<file path="src/rv_cfg.svh">
//##########################################################################
// Build-time constants for the RV32 fetch-decode-execute core
// Included by the package, the RTL and the testbench
//##########################################################################

`ifndef RV_CFG_SVH
`define RV_CFG_SVH

// Instruction and datapath width
`define INST_WIDTH 32

// Register index width, 32 architectural registers
`define REG_ID_WIDTH 5

// Width of the sign-extended immediate
`define IMM_WIDTH 32

// Instruction queue entries, power of two only
`define QUEUE_DEPTH 4

// First fetch address out of reset
`define RESET_PC 32'h0000_0000

`endif

</file>
<file path="src/rv_pkg.sv">
//##########################################################################
// Shared types for the core: fetch entry and the RV32 opcode map
// Imported by fetch, queue, execute, decoder and the testbench
//##########################################################################

`include "rv_cfg.svh"

package rv_pkg;

  // One queue slot: the fetch address and the word read there
  typedef struct packed {
    logic [`INST_WIDTH-1:0] pc;    // Fetch address
    logic [`INST_WIDTH-1:0] inst;  // Raw instruction word
  } fetch_t;

  // Major opcodes of the supported subset
  typedef enum logic [6:0] {
    OP_IMM = 7'b0010011,  // Register-immediate ALU
    AUIPC  = 7'b0010111,  // Add upper immediate to pc
    JAL    = 7'b1101111,  // Jump and link
    SYSTEM = 7'b1110011   // ecall / ebreak / csr
  } opcode_e;

  // Minor field values
  localparam logic [2:0]  F3_ADDI    = 3'b000;         // addi under OP_IMM
  localparam logic [2:0]  F3_PRIV    = 3'b000;         // Privileged group under SYSTEM
  localparam logic [11:0] F12_EBREAK = 12'h001;        // ebreak in funct12

  // Fixed pc step per instruction
  localparam logic [`INST_WIDTH-1:0] PC_STEP = `INST_WIDTH'(4);

endpackage

</file>
<file path="src/decoder.sv">
//##########################################################################
// Combinational RV32 decoder for addi, auipc, jal and ebreak
// Anything else is reported through inst_not_ipl
//##########################################################################

`timescale 1ns/10ps

`include "rv_cfg.svh"

module decoder (
  input  logic [`INST_WIDTH-1:0]   inst,
  output logic [`REG_ID_WIDTH-1:0] rd,
  output logic [`REG_ID_WIDTH-1:0] rs1,
  output logic [`IMM_WIDTH-1:0]    imm,
  output logic                     need_imm,     // Second ALU operand is imm
  output logic                     alu_add,      // Writes an adder result
  output logic                     is_auipc,
  output logic                     is_jal,
  output logic                     is_ebreak,
  output logic                     inst_not_ipl  // Outside the subset
);

  import rv_pkg::*;

  opcode_e               opcode;
  logic [2:0]            funct3;
  logic [11:0]           funct12;
  logic                  op_imm;
  logic                  op_auipc;
  logic                  op_jal;
  logic                  op_system;
  logic                  addi;
  logic                  ebreak;
  logic [`IMM_WIDTH-1:0] imm_i;
  logic [`IMM_WIDTH-1:0] imm_u;
  logic [`IMM_WIDTH-1:0] imm_j;

  // Fixed field positions
  assign opcode  = opcode_e'(inst[6:0]);
  assign funct3  = inst[14:12];
  assign funct12 = inst[31:20];
  assign rd      = inst[11:7];
  assign rs1     = inst[19:15];

  assign op_imm    = (opcode == OP_IMM);
  assign op_auipc  = (opcode == AUIPC);
  assign op_jal    = (opcode == JAL);
  assign op_system = (opcode == SYSTEM);

  assign addi   = op_imm & (funct3 == F3_ADDI);
  // ebreak also needs rd and rs1 zero
  assign ebreak = op_system & (funct3 == F3_PRIV) & (funct12 == F12_EBREAK)
                & (rd == '0) & (rs1 == '0);

  // Immediate formats, all sign-extended from bit 31
  assign imm_i = `IMM_WIDTH'($signed(inst[31:20]));
  assign imm_u = `IMM_WIDTH'($signed({inst[31:12], 12'b0}));
  assign imm_j = `IMM_WIDTH'($signed({inst[31], inst[19:12], inst[20], inst[30:21], 1'b0}));

  // One-hot select, zero for unsupported words
  assign imm = ({`IMM_WIDTH{addi}}     & imm_i)
             | ({`IMM_WIDTH{op_auipc}} & imm_u)
             | ({`IMM_WIDTH{op_jal}}   & imm_j);

  assign need_imm     = addi | op_auipc;  // jal adds 4 for its link value
  assign alu_add      = addi | op_auipc;
  assign is_auipc     = op_auipc;
  assign is_jal       = op_jal;
  assign is_ebreak    = ebreak;
  assign inst_not_ipl = ~(addi | op_auipc | op_jal | ebreak);

endmodule

</file>
<file path="src/exec_unit.sv">
//##########################################################################
// Execute stage: pops the queue, decodes, updates the register file,
// redirects fetch on jal, halts on ebreak and reports each retirement
//##########################################################################

`timescale 1ns/10ps

`include "rv_cfg.svh"

module exec_unit (
  input  logic                     clk,
  input  logic                     arst_n,
  input  logic                     empty,
  input  rv_pkg::fetch_t           head_entry,
  output logic                     pop,
  output logic                     redirect,     // 1-cycle jal strobe
  output logic [`INST_WIDTH-1:0]   redirect_pc,
  output logic                     halted,       // Sticky until reset
  output logic                     retire,
  output logic                     wb_en,
  output logic [`INST_WIDTH-1:0]   retire_pc,
  output logic [`INST_WIDTH-1:0]   wb_data,
  output logic [`REG_ID_WIDTH-1:0] wb_rd,
  output logic                     unimpl
);

  import rv_pkg::*;

  localparam int NUM_REGS = 2 ** `REG_ID_WIDTH;

  logic [`INST_WIDTH-1:0]   regs [NUM_REGS];  // x0 slot never written
  logic [`REG_ID_WIDTH-1:0] rd;
  logic [`REG_ID_WIDTH-1:0] rs1;
  logic [`IMM_WIDTH-1:0]    imm;
  logic                     need_imm;
  logic                     alu_add;
  logic                     is_auipc;
  logic                     is_jal;
  logic                     is_ebreak;
  logic                     inst_not_ipl;
  logic [`INST_WIDTH-1:0]   rs1_val;
  logic [`INST_WIDTH-1:0]   op_a;
  logic [`INST_WIDTH-1:0]   op_b;
  logic [`INST_WIDTH-1:0]   result;
  logic                     wr_en;

  decoder dec0 (
    .inst(head_entry.inst), .rd(rd), .rs1(rs1), .imm(imm), .need_imm(need_imm),
    .alu_add(alu_add), .is_auipc(is_auipc), .is_jal(is_jal),
    .is_ebreak(is_ebreak), .inst_not_ipl(inst_not_ipl)
  );

  assign pop = ~empty & ~halted;                      // One per cycle

  assign rs1_val = (rs1 == '0) ? '0 : regs[rs1];      // x0 reads zero
  assign op_a    = (is_auipc | is_jal) ? head_entry.pc : rs1_val;
  assign op_b    = need_imm ? imm : PC_STEP;          // jal link is pc + 4
  assign result  = op_a + op_b;

  assign wr_en       = pop & (alu_add | is_jal) & (rd != '0);
  assign redirect    = pop & is_jal;
  assign redirect_pc = head_entry.pc + imm;           // jal target

  // Register file, written at the pop edge
  always_ff @(posedge clk or negedge arst_n) begin
    if (!arst_n) begin
      for (int i = 0; i < NUM_REGS; i++) begin
        regs[i] <= '0;
      end
    end else if (wr_en) begin
      regs[rd] <= result;
    end
  end

  // Retire control and halt
  always_ff @(posedge clk or negedge arst_n) begin
    if (!arst_n) begin
      retire <= 1'b0;
      wb_en  <= 1'b0;
      unimpl <= 1'b0;
      halted <= 1'b0;
    end else begin
      retire <= pop;
      wb_en  <= wr_en;
      unimpl <= pop & inst_not_ipl;     // Retires as a no-op
      if (pop && is_ebreak) halted <= 1'b1;
    end
  end

  // Retire payload, qualified by retire / wb_en
  always_ff @(posedge clk) begin
    if (pop) begin
      retire_pc <= head_entry.pc;
      wb_rd     <= rd;
      wb_data   <= result;
    end
  end

endmodule

</file>
<file path="src/fetch_unit.sv">
//##########################################################################
// Fetch stage: owns the pc, addresses instruction memory and pushes
// pc/instruction pairs into the queue until full, redirect or halt
//##########################################################################

`timescale 1ns/10ps

`include "rv_cfg.svh"

module fetch_unit (
  input  logic                   clk,
  input  logic                   arst_n,
  input  logic                   full,         // Queue cannot take an entry
  input  logic                   redirect,     // jal taken in execute
  input  logic [`INST_WIDTH-1:0] redirect_pc,  // jal target
  input  logic                   halted,       // ebreak seen, stop fetching
  input  logic [`INST_WIDTH-1:0] imem_data,    // Combinational memory read
  output logic [`INST_WIDTH-1:0] imem_addr,
  output logic                   push,
  output rv_pkg::fetch_t         push_entry
);

  import rv_pkg::*;

  logic [`INST_WIDTH-1:0] pc;       // Address of the word being fetched
  logic [`INST_WIDTH-1:0] pc_next;  // Sequential successor

  assign imem_addr = pc;              // Memory answers in the same cycle
  assign pc_next   = pc + PC_STEP;

  // Redirect kills this cycle's fetch, the queue flushes anyway
  assign push = ~full & ~halted & ~redirect;

  assign push_entry.pc   = pc;
  assign push_entry.inst = imem_data;

  // Program counter
  always_ff @(posedge clk or negedge arst_n) begin
    if (!arst_n) begin
      pc <= `RESET_PC;
    end else if (redirect) begin
      pc <= redirect_pc;      // Jump overrides increment
    end else if (push) begin
      pc <= pc_next;          // Advance only when the word was taken
    end
    // Full or halted, pc holds
  end

endmodule

</file>
<file path="src/inst_queue.sv">
//##########################################################################
// Circular FIFO of fetch entries between fetch and execute
// Head is shown while not empty; flush on redirect empties it at once
//##########################################################################

`timescale 1ns/10ps

`include "rv_cfg.svh"

module inst_queue (
  input  logic           clk,
  input  logic           arst_n,
  input  logic           push,        // Write push_entry at this edge
  input  rv_pkg::fetch_t push_entry,
  input  logic           pop,         // Drop head at this edge
  input  logic           flush,       // Empties the queue and beats push
  output rv_pkg::fetch_t head_entry,
  output logic           full,
  output logic           empty
);

  import rv_pkg::*;

  localparam int PTR_W = $clog2(`QUEUE_DEPTH);

  fetch_t           slots [`QUEUE_DEPTH];  // Payload slots
  logic [PTR_W-1:0] rd_ptr;                // Head slot
  logic [PTR_W-1:0] wr_ptr;                // Next free slot
  logic [PTR_W:0]   count;                 // Occupancy from 0 to QUEUE_DEPTH

  assign full       = (count == (PTR_W+1)'(`QUEUE_DEPTH));
  assign empty      = (count == '0);
  assign head_entry = slots[rd_ptr];       // Valid only while not empty

  // Entry storage
  always_ff @(posedge clk) begin
    if (push && !flush) begin
      slots[wr_ptr] <= push_entry;
    end
  end

  // Pointers and occupancy
  always_ff @(posedge clk or negedge arst_n) begin
    if (!arst_n) begin
      rd_ptr <= '0;
      wr_ptr <= '0;
      count  <= '0;
    end else if (flush) begin
      rd_ptr <= '0;           // Simultaneous push is lost
      wr_ptr <= '0;
      count  <= '0;
    end else begin
      if (push) wr_ptr <= wr_ptr + 1'b1;   // Wraps at depth
      if (pop)  rd_ptr <= rd_ptr + 1'b1;
      case ({push, pop})
        2'b10:   count <= count + 1'b1;
        2'b01:   count <= count - 1'b1;
        default: count <= count;           // Both or neither
      endcase
    end
  end

endmodule

</file>
<file path="src/rv_core.sv">
//##########################################################################
// Core top: fetch unit feeding the instruction queue feeding execute
// Instruction memory is external and read combinationally
//##########################################################################

`timescale 1ns/10ps

`include "rv_cfg.svh"

module rv_core (
  input  logic                     clk,
  input  logic                     arst_n,
  output logic [`INST_WIDTH-1:0]   imem_addr,
  input  logic [`INST_WIDTH-1:0]   imem_data,
  output logic                     retire,      // 1-cycle per instruction
  output logic [`INST_WIDTH-1:0]   retire_pc,
  output logic                     wb_en,
  output logic [`REG_ID_WIDTH-1:0] wb_rd,
  output logic [`INST_WIDTH-1:0]   wb_data,
  output logic                     unimpl,
  output logic                     halted
);

  import rv_pkg::*;

  fetch_t                 push_entry;
  fetch_t                 head_entry;
  logic                   push;
  logic                   pop;
  logic                   full;
  logic                   empty;
  logic                   redirect;      // Also flushes the queue
  logic [`INST_WIDTH-1:0] redirect_pc;

  fetch_unit fetch0 (
    .clk(clk), .arst_n(arst_n), .full(full), .redirect(redirect),
    .redirect_pc(redirect_pc), .halted(halted), .imem_data(imem_data),
    .imem_addr(imem_addr), .push(push), .push_entry(push_entry)
  );

  inst_queue queue0 (
    .clk(clk), .arst_n(arst_n), .push(push), .push_entry(push_entry),
    .pop(pop), .flush(redirect), .head_entry(head_entry),
    .full(full), .empty(empty)
  );

  exec_unit exec0 (
    .clk(clk), .arst_n(arst_n), .empty(empty), .head_entry(head_entry),
    .pop(pop), .redirect(redirect), .redirect_pc(redirect_pc),
    .halted(halted), .retire(retire), .wb_en(wb_en), .retire_pc(retire_pc),
    .wb_data(wb_data), .wb_rd(wb_rd), .unimpl(unimpl)
  );

endmodule

</file>
<file path="config.mk">
export PLATFORM = sky130hd
export DESIGN_NAME = rv_core
export DESIGN_NICKNAME = d
export VERILOG_FILES = /design/src/rv_pkg.sv /design/src/decoder.sv /design/src/exec_unit.sv /design/src/fetch_unit.sv /design/src/inst_queue.sv /design/src/rv_core.sv
export VERILOG_INCLUDE_DIRS = /design/src
export SDC_FILE = /design/constraint.sdc
export NUM_CORES = 2
export LEC_CHECK = 0
export BUFFER_PORTS_ARGS = -buffer_cell sky130_fd_sc_hd__buf_2
export CAP_MARGIN = 20
export CELL_PAD_IN_SITES_DETAIL_PLACEMENT = 0
export CELL_PAD_IN_SITES_GLOBAL_PLACEMENT = 2
export CORE_MARGIN = 2
export CORE_UTILIZATION = 25
export CTS_BUF_LIST = sky130_fd_sc_hd__clkbuf_4
export CTS_CLUSTER_SIZE = 25
export DETAILED_ROUTE_END_ITERATION = 8
export GPL_TIMING_DRIVEN = 0
export PLACE_DENSITY_LB_ADDON = 0.1
export SLEW_MARGIN = 20
export SYNTH_ARGS = -nofsm -noshare
export SYNTH_HDL_FRONTEND = slang
export SYNTH_HIERARCHICAL = 1
export SYNTH_SLANG_ARGS = --single-unit
</file>
<file path="constraint.sdc">
create_clock -name clk -period 7 [get_ports clk]
set_input_delay 1.4 -clock clk [delete_from_list [all_inputs] [get_ports clk]]
set_output_delay 1.4 -clock clk [all_outputs]
set_load 0.05 [all_outputs]
</file>
# Word level (Yosys, flattened, before mapping)
# Memory sizes are Yosys's and may differ from the RTL's.
# Cells that the tools add are included.
# word_totals
ff_bits,1136
mem_bits_rw,256
input_bits,34
out_inout_bits,105
word_cells,121
n_memories,1
# op_classes
addsub,7
order_cmp,3
n_eq_ne,8
mux,19
bitwise,28
n_reduce_logical,12
# memory_table
name,depth,word_bits,rd,rd_ports_with_merged_regs,write_ports,line,text
queue0.slots,4,64,1,0,1,inst_queue.sv:26,fetch_t slots [`QUEUE_DEPTH];
# op_table
op,count
$bwmux W1024,1
$mux W32,8
$bmux W32 S5,1
$demux W32 S5,1
$and A32 B32 Y32,3
$add A32 B32 Y32,2
$or A32 B32 Y32,2
$add A32 B3 Y32 const B,1
$eq A7 B5 Y1 const B,2
$eq A7 B7 Y1 const B,2
$and A1 B1 Y1,12
$eq A12 B1 Y1 const B,1
$ge A6 B6 Y1 const B,2
$not A5 Y6,2
$logic_not A5 Y1,2
$mux W2,4
$logic_not A3 Y1,2
$lt A6 B1 Y1 const B,1
$pmux W3 S2,1
$not A1 Y1,5
$reduce_bool A5 Y1,1
$add A2 B1 Y2 const B,2
$or A1 B1 Y1,4
$reduce_bool A2 Y1,2
10 further kinds,13

# Depth between registers and ports, before layout
# logic_depth
ltp_word,9
depth_mapped,28
depth_no_buf,19

# Cells and area by module
# The synthesis kept the hierarchy.
# modules_own_cells
mod,instances,cells_per_inst,area_each_um2,seq_area_each_um2
exec_unit,1,4622,49996.7,27796.7
inst_queue,1,377,9669.3,7862.5
fetch_unit,1,279,2374.8,800.8
decoder,1,75,519.2,0.0

# Worst setup path before layout
# Ideal clock, no wire load.
# synth_path
path_type,register to register
start,register exec0.halted
end,"memory queue0/slots[0][0] in the netlist's numbering, enable pin"
setup_ps,546
arrival_ps,6176
required_time_ps,6454
slack_ps,278
path_stages_with_launch,9
path_buffers,3
synth_period_minus_slack_ps,6722
cell_sequence,dfrtp_1 nor2_1 and2_1 buf_1 clkbuf_1 nor3_1 buf_2 nor2b_1 and2_1
# synth_between
elab_chain_len,8
elab_cells_between_ends,10
cone_classes,mux: 2; bitwise: 6; reduce/logical: 2
# synth_rtl
element,line,text
start: declaration,exec_unit.sv:18,"output logic halted,"
start signal: assignment,exec_unit.sv:81,halted <= 1'b0;
start signal: assignment,exec_unit.sv:86,if (pop && is_ebreak) halted <= 1'b1;
$not A1 Y1,exec_unit.sv:53,assign pop = ~empty & ~halted;
$and A1 B1 Y1,exec_unit.sv:53,
via pop,rv_core.sv:29,logic pop;
$and A1 B1 Y1,exec_unit.sv:61,assign redirect = pop & is_jal;
via redirect,rv_core.sv:32,logic redirect;
$not A1 Y1,fetch_unit.sv:32,assign push = ~full & ~halted & ~redirect;
$and A1 B1 Y1,fetch_unit.sv:32,
via push,rv_core.sv:28,logic push;
$logic_and A1 B1 Y1,inst_queue.sv:37,if (push && !flush) begin
$mux W1,inst_queue.sv:37,
$mux W1 (implied by the code),inst_queue.sv:38,slots[wr_ptr] <= push_entry;
end: declaration,inst_queue.sv:26,
# The timed path passes the listed nets, and every way through them passes these cells.

==> impl_metrics.sql <==
INSERT INTO impl_metrics (metric_group, metric, value, unit) VALUES
('clocking', 'clock_sinks', '1392', ''),
('final_layout', 'layout-area-overhead-vs-synth', '20.14', '%'),
('hold_path', 'min_delay_path_depth', '1', ''),
('sta', 'max_slew_margin', '0.2637', ''),
('sta', 'finalHoldViolations', '0', ''),
('synth', 'synth_area_per_cell', '11.69', 'µm²'),
('critical_path', 'crit_top_cell', 'mux4_2', ''),
('place', 'post-dp-hpwl', '190.5', 'mm'),
('critical_path', 'r2r_setup_slack', '270', 'ps'),
('synth', 'mappedNetlistNets', '5457', ''),
('global_route', 'grt_start_max_net_pins', '126', ''),
('floorplanning', 'effective_utilization_at_floorplan', '0.2516', ''),
('run', 'max_cap_viol_count', '0', ''),
('power_and_ir_drop', 'leakagePower', '31.45', 'nW'),
('synth', 'ys.flop_type', 'dfrtp_1', ''),
('sta', 'maxClockFrequency', '148.6', 'MHz'),
('critical_path', 'endpoint_type_of_the_worst_setup_path', 'flip-flop', ''),
('critical_path', 'critPathMaxStageDelay', '590', 'ps'),
('critical_path', 'timing.setup.critical_path_class', 'flip-flop to flip-flop', ''),
('floorplanning', 'die_y', '504.2', 'µm'),
('global_route', 'first_global_vias', '47995', ''),
('global_route', 'grt_remaining_overflow', '0', ''),
('sta', 'worstMarginPinSlew', '1102', 'ps'),
('clocking', 'htree_num_levels', '5', ''),
('synth', 'syn_area', '62560', 'µm²'),
('route', 'routed_wl', '263.0', 'mm'),
('critical_path', 'timing.critical_path.fanout_max', '11', ''),
('sta', 'post-route-period-util', '0.9611', ''),
('critical_path', 'worstPathArrival', '7840', 'ps'),
('clocking', 'cts_tree', 'yes', ''),
('critical_path', 'startpoint_type', 'flip-flop', ''),
('floorplanning', 'boundaryPins', '139', ''),
('final_layout', 'fill_cells', '26139', ''),
('hold_path', 'hold_start', 'imem_data[15]', ''),
('sta', 'timing.final.max_slew_violations', '0', ''),
('critical_path', 'rr_worst_depth', '24', ''),
('power_and_ir_drop', 'power_per_cell_area', '473.2', 'nW/µm²'),
('clocking', 'clk_root_buffer_cell', 'clkbuf_4', ''),
('critical_path', 'crit_chain', 'buf_8, buf_6, mux4_2, buf_4, buf_12, buf_12, buf_4, mux4_2, mux4_2, nand2_1, o21ai_2, a22o_1, ha_1, clkbuf_1, nand2_1, nor2_1, nand3_1, nor3_2, a2111oi_4, nor3_2, mux2i_1, a221o_2, buf_2, o21ai_1', ''),
('critical_path', 'r2r-end', 'exec0/regs[445]$_DFFE_PN0P_', ''),
('synth', 'yosys_register_bits', '1392', ''),
('synth', 'edff_count_synth', '325', ''),
('status', 'outcome', 'finished clean', ''),
('critical_path', 'crit_required', '8110', 'ps'),
('critical_path', 'worst-path-buf-inv', '8', ''),
('floorplanning', 'design.core.area', '248700', 'µm²'),
('sta', 'timing.final.setup_violations', '0', ''),
('global_route', 'groute.usage.overall', '0.2051', ''),
('route', 'remaining_drc_errors', '0', ''),
('sta', 'clock_skew', '162.4', 'ps'),
('critical_path', 'critPathSlowestCell', 'mux4_2', ''),
('floorplanning', 'std_cell_rows', '183', ''),
('synth', 'async_flop_share', '0.7665', ''),
('sta', 'final_period_minus_worst_setup_slack', '6728', 'ps'),
('clocking', 'clk_pin_slew', '70', 'ps'),
('global_route', 'grt_pass1_wl', '372.4', 'mm'),
('power_and_ir_drop', 'p_total', '35.57', 'mW'),
('final_layout', 'finish.net_count', '6053', ''),
('critical_path', 'critical-path-top-delay-family', 'buffers and inverters', ''),
('hold_path', 'min-delay-path-class', 'primary input to flip-flop', ''),
('synth', 'synth_cells', '5353', ''),
('route', 'detailed_router_iteration_count_before_antenna_repair', '5', ''),
('final_layout', 'fin_util', '0.3023', ''),
('place', 'place.port_buffers', '106', ''),
('route', 'viasPerCell', '4.770', ''),
('route', 'drt_first_iter_violations', '3148', ''),
('sta', 'setup_repair_after_global_routing_missed_its_margin', 'yes', ''),
('route', 'drt.antenna.violating_nets', '0', ''),
('floorplanning', 'die_width', '504.2', 'µm'),
('clocking', 'worstSkewPairLatency', '1390', 'ps'),
('hold_path', 'holdPathEnd', 'queue0/slots[2][15]$_DFFE_PP_', '');
==> per-stage QoR <==
stage	setup WS (ps)	std cells	area [µm²]	TNS, ps
6_report	272.0	9583	75160	0
5_1_grt	-27.34	9579	75150	-90.53
2_1_floorplan	278.2	5353	62560	0
3_3_place_gp	-22390	8789	67260	-
3_5_place_dp	-3305	8829	68330	-2184460
4_1_cts	2.628	9561	74830	0
==> layout by cell type (no fill, tap or decap), types with 107 or more instances in the layout <==
| cell | n |
|---|---|
| clkbuf_1 | 310 |
| o21ai_0 | 779 |
| buf_4 | 107 |
| mux4_2 | 282 |
| dfrtp_1 | 1066 |
| clkbuf_4 | 650 |
| buf_2 | 123 |
| nand2_1 | 1074 |
| o21ai_1 | 212 |
| edfxtp_1 | 325 |
==> final cells by class <==
cell class	count	share of cell area
inverters	68	0.003396
clock inverters	91	0.006076
diodes	12	0.0003995
well taps	3330	0.05544
flip-flops and latches	1392	0.4851
clock buffers	629	0.06283
plain buffers	533	0.04082
repair buffers	174	0.02212
multi-input cells	3354	0.3238
==> where the power goes <==
group          total (mW)  internal [mW]  switching [mW]
clock                7.88           4.17            3.72
combinational        17.0           5.17            11.8
sequential           10.7           10.1           0.641
total                35.6           19.4            16.2
==> kinds of logic after synthesis <==
logic type / after synthesis / share of synthesized area
xor gates and xnor gates: 72 / 0.01020
and+or+nand+nor: 1364 / 0.09150
muxes: 453 / 0.1302
buffers and inverters: 607 / 0.04356
DFF: 1392 / 0.5828
adders and majority gates: 70 / 0.01436
AOI/OAI and AO/OA: 1395 / 0.1274
==> worst reg2reg max path, delay by kind of cell (launching register included) <==
kind,cells,cell delay [ps]
multiplexers,4,1760
AO/OA/AOI/OAI,5,1010
buffers and inverters,8,1890
adder cells (fa/ha/maj),1,270
flip-flops,1,400
AND/OR/NAND/NOR,6,1210
==> cell usage after synthesis (13+ instances only) <==
cell,instances,share of area
o21ai_0,779,0.062
mux2_2,64,0.012
mux4_2,282,0.10
a221oi_1,28,0.0039
nand2_1,1074,0.064
a31oi_1,18,0.0018
edfxtp_1,325,0.16
nand4_1,16,0.0016
xor2_1,27,0.0038
a22o_1,31,0.0043
buf_4,81,0.0097
nor2b_1,22,0.0022
o22ai_1,30,0.0030
o21ai_2,30,0.0042
mux2i_1,107,0.017
nor4_1,13,0.0013
inv_1,64,0.0038
buf_2,54,0.0043
and2_1,39,0.0039
o31ai_1,13,0.0016
dfrtp_1,1067,0.43
ha_1,67,0.013
a211oi_1,25,0.0030
clkbuf_1,389,0.023
nand3_1,23,0.0018
a21o_1,43,0.0052
o211ai_1,26,0.0031
o21ai_1,218,0.017
o221ai_1,24,0.0034
xnor2_1,44,0.0062
nor2_1,68,0.0041
nand2b_1,29,0.0029
a21oi_1,79,0.0063
nor3_1,25,0.0020
==> metal layers <==
layer  routed length, µm  up-vias  share of wire  GRT usage
met4                7554       20          0.029    0.06285
li1                    -    20544              -          -
met5                 124        -        0.00047          0
met2              125700     1117           0.48     0.3369
met1              116400    23591           0.44     0.2705
met3               13230      440          0.050    0.04275
==> sequential cells by signal, indices dropped and copies added, names as in the netlist <==
| name | flops |
|---|---|
| fetch0/imem_addr | 32 |
| queue0/slots | 256 |
| exec0/halted | 1 |
| exec0/retire_pc | 32 |
| exec0/regs | 1024 |
| exec0/wb_en | 1 |
| exec0/unimpl | 1 |
| queue0/count | 3 |
| exec0/retire | 1 |
| queue0/rd_ptr | 2 |
| exec0/wb_rd | 5 |
| queue0/wr_ptr | 2 |
| exec0/wb_data | 32 |
==> worst max-delay path by stage <==
stage                            startpoint                           end  cells after the start
2_1_floorplan      exec0/halted$_DFFE_PN0P_  queue0/slots[0][0]$_DFFE_PP_                      8
3_3_place_gp                         arst_n   exec0/regs[967]$_DFFE_PN0P_                      1
3_5_place_dp   queue0/rd_ptr[1]$_DFFE_PN0P_   exec0/regs[668]$_DFFE_PN0P_                     24
4_1_cts        queue0/rd_ptr[0]$_DFFE_PN0P_   exec0/regs[127]$_DFFE_PN0P_                     25
5_1_grt        queue0/rd_ptr[1]$_DFFE_PN0P_   exec0/regs[127]$_DFFE_PN0P_                     26
6_report       queue0/rd_ptr[1]$_DFFE_PN0P_   exec0/regs[445]$_DFFE_PN0P_                     24
==> timing repair <==
item	CTS	global route
hold endpoints to repair	42	0
gates resized for setup	282	54
hold buffers	1	0
setup endpoints to repair	1023	465
buffers inserted	16	10
pin swaps	24	17
No activity file was read; power rests on OpenSTA's default activity.
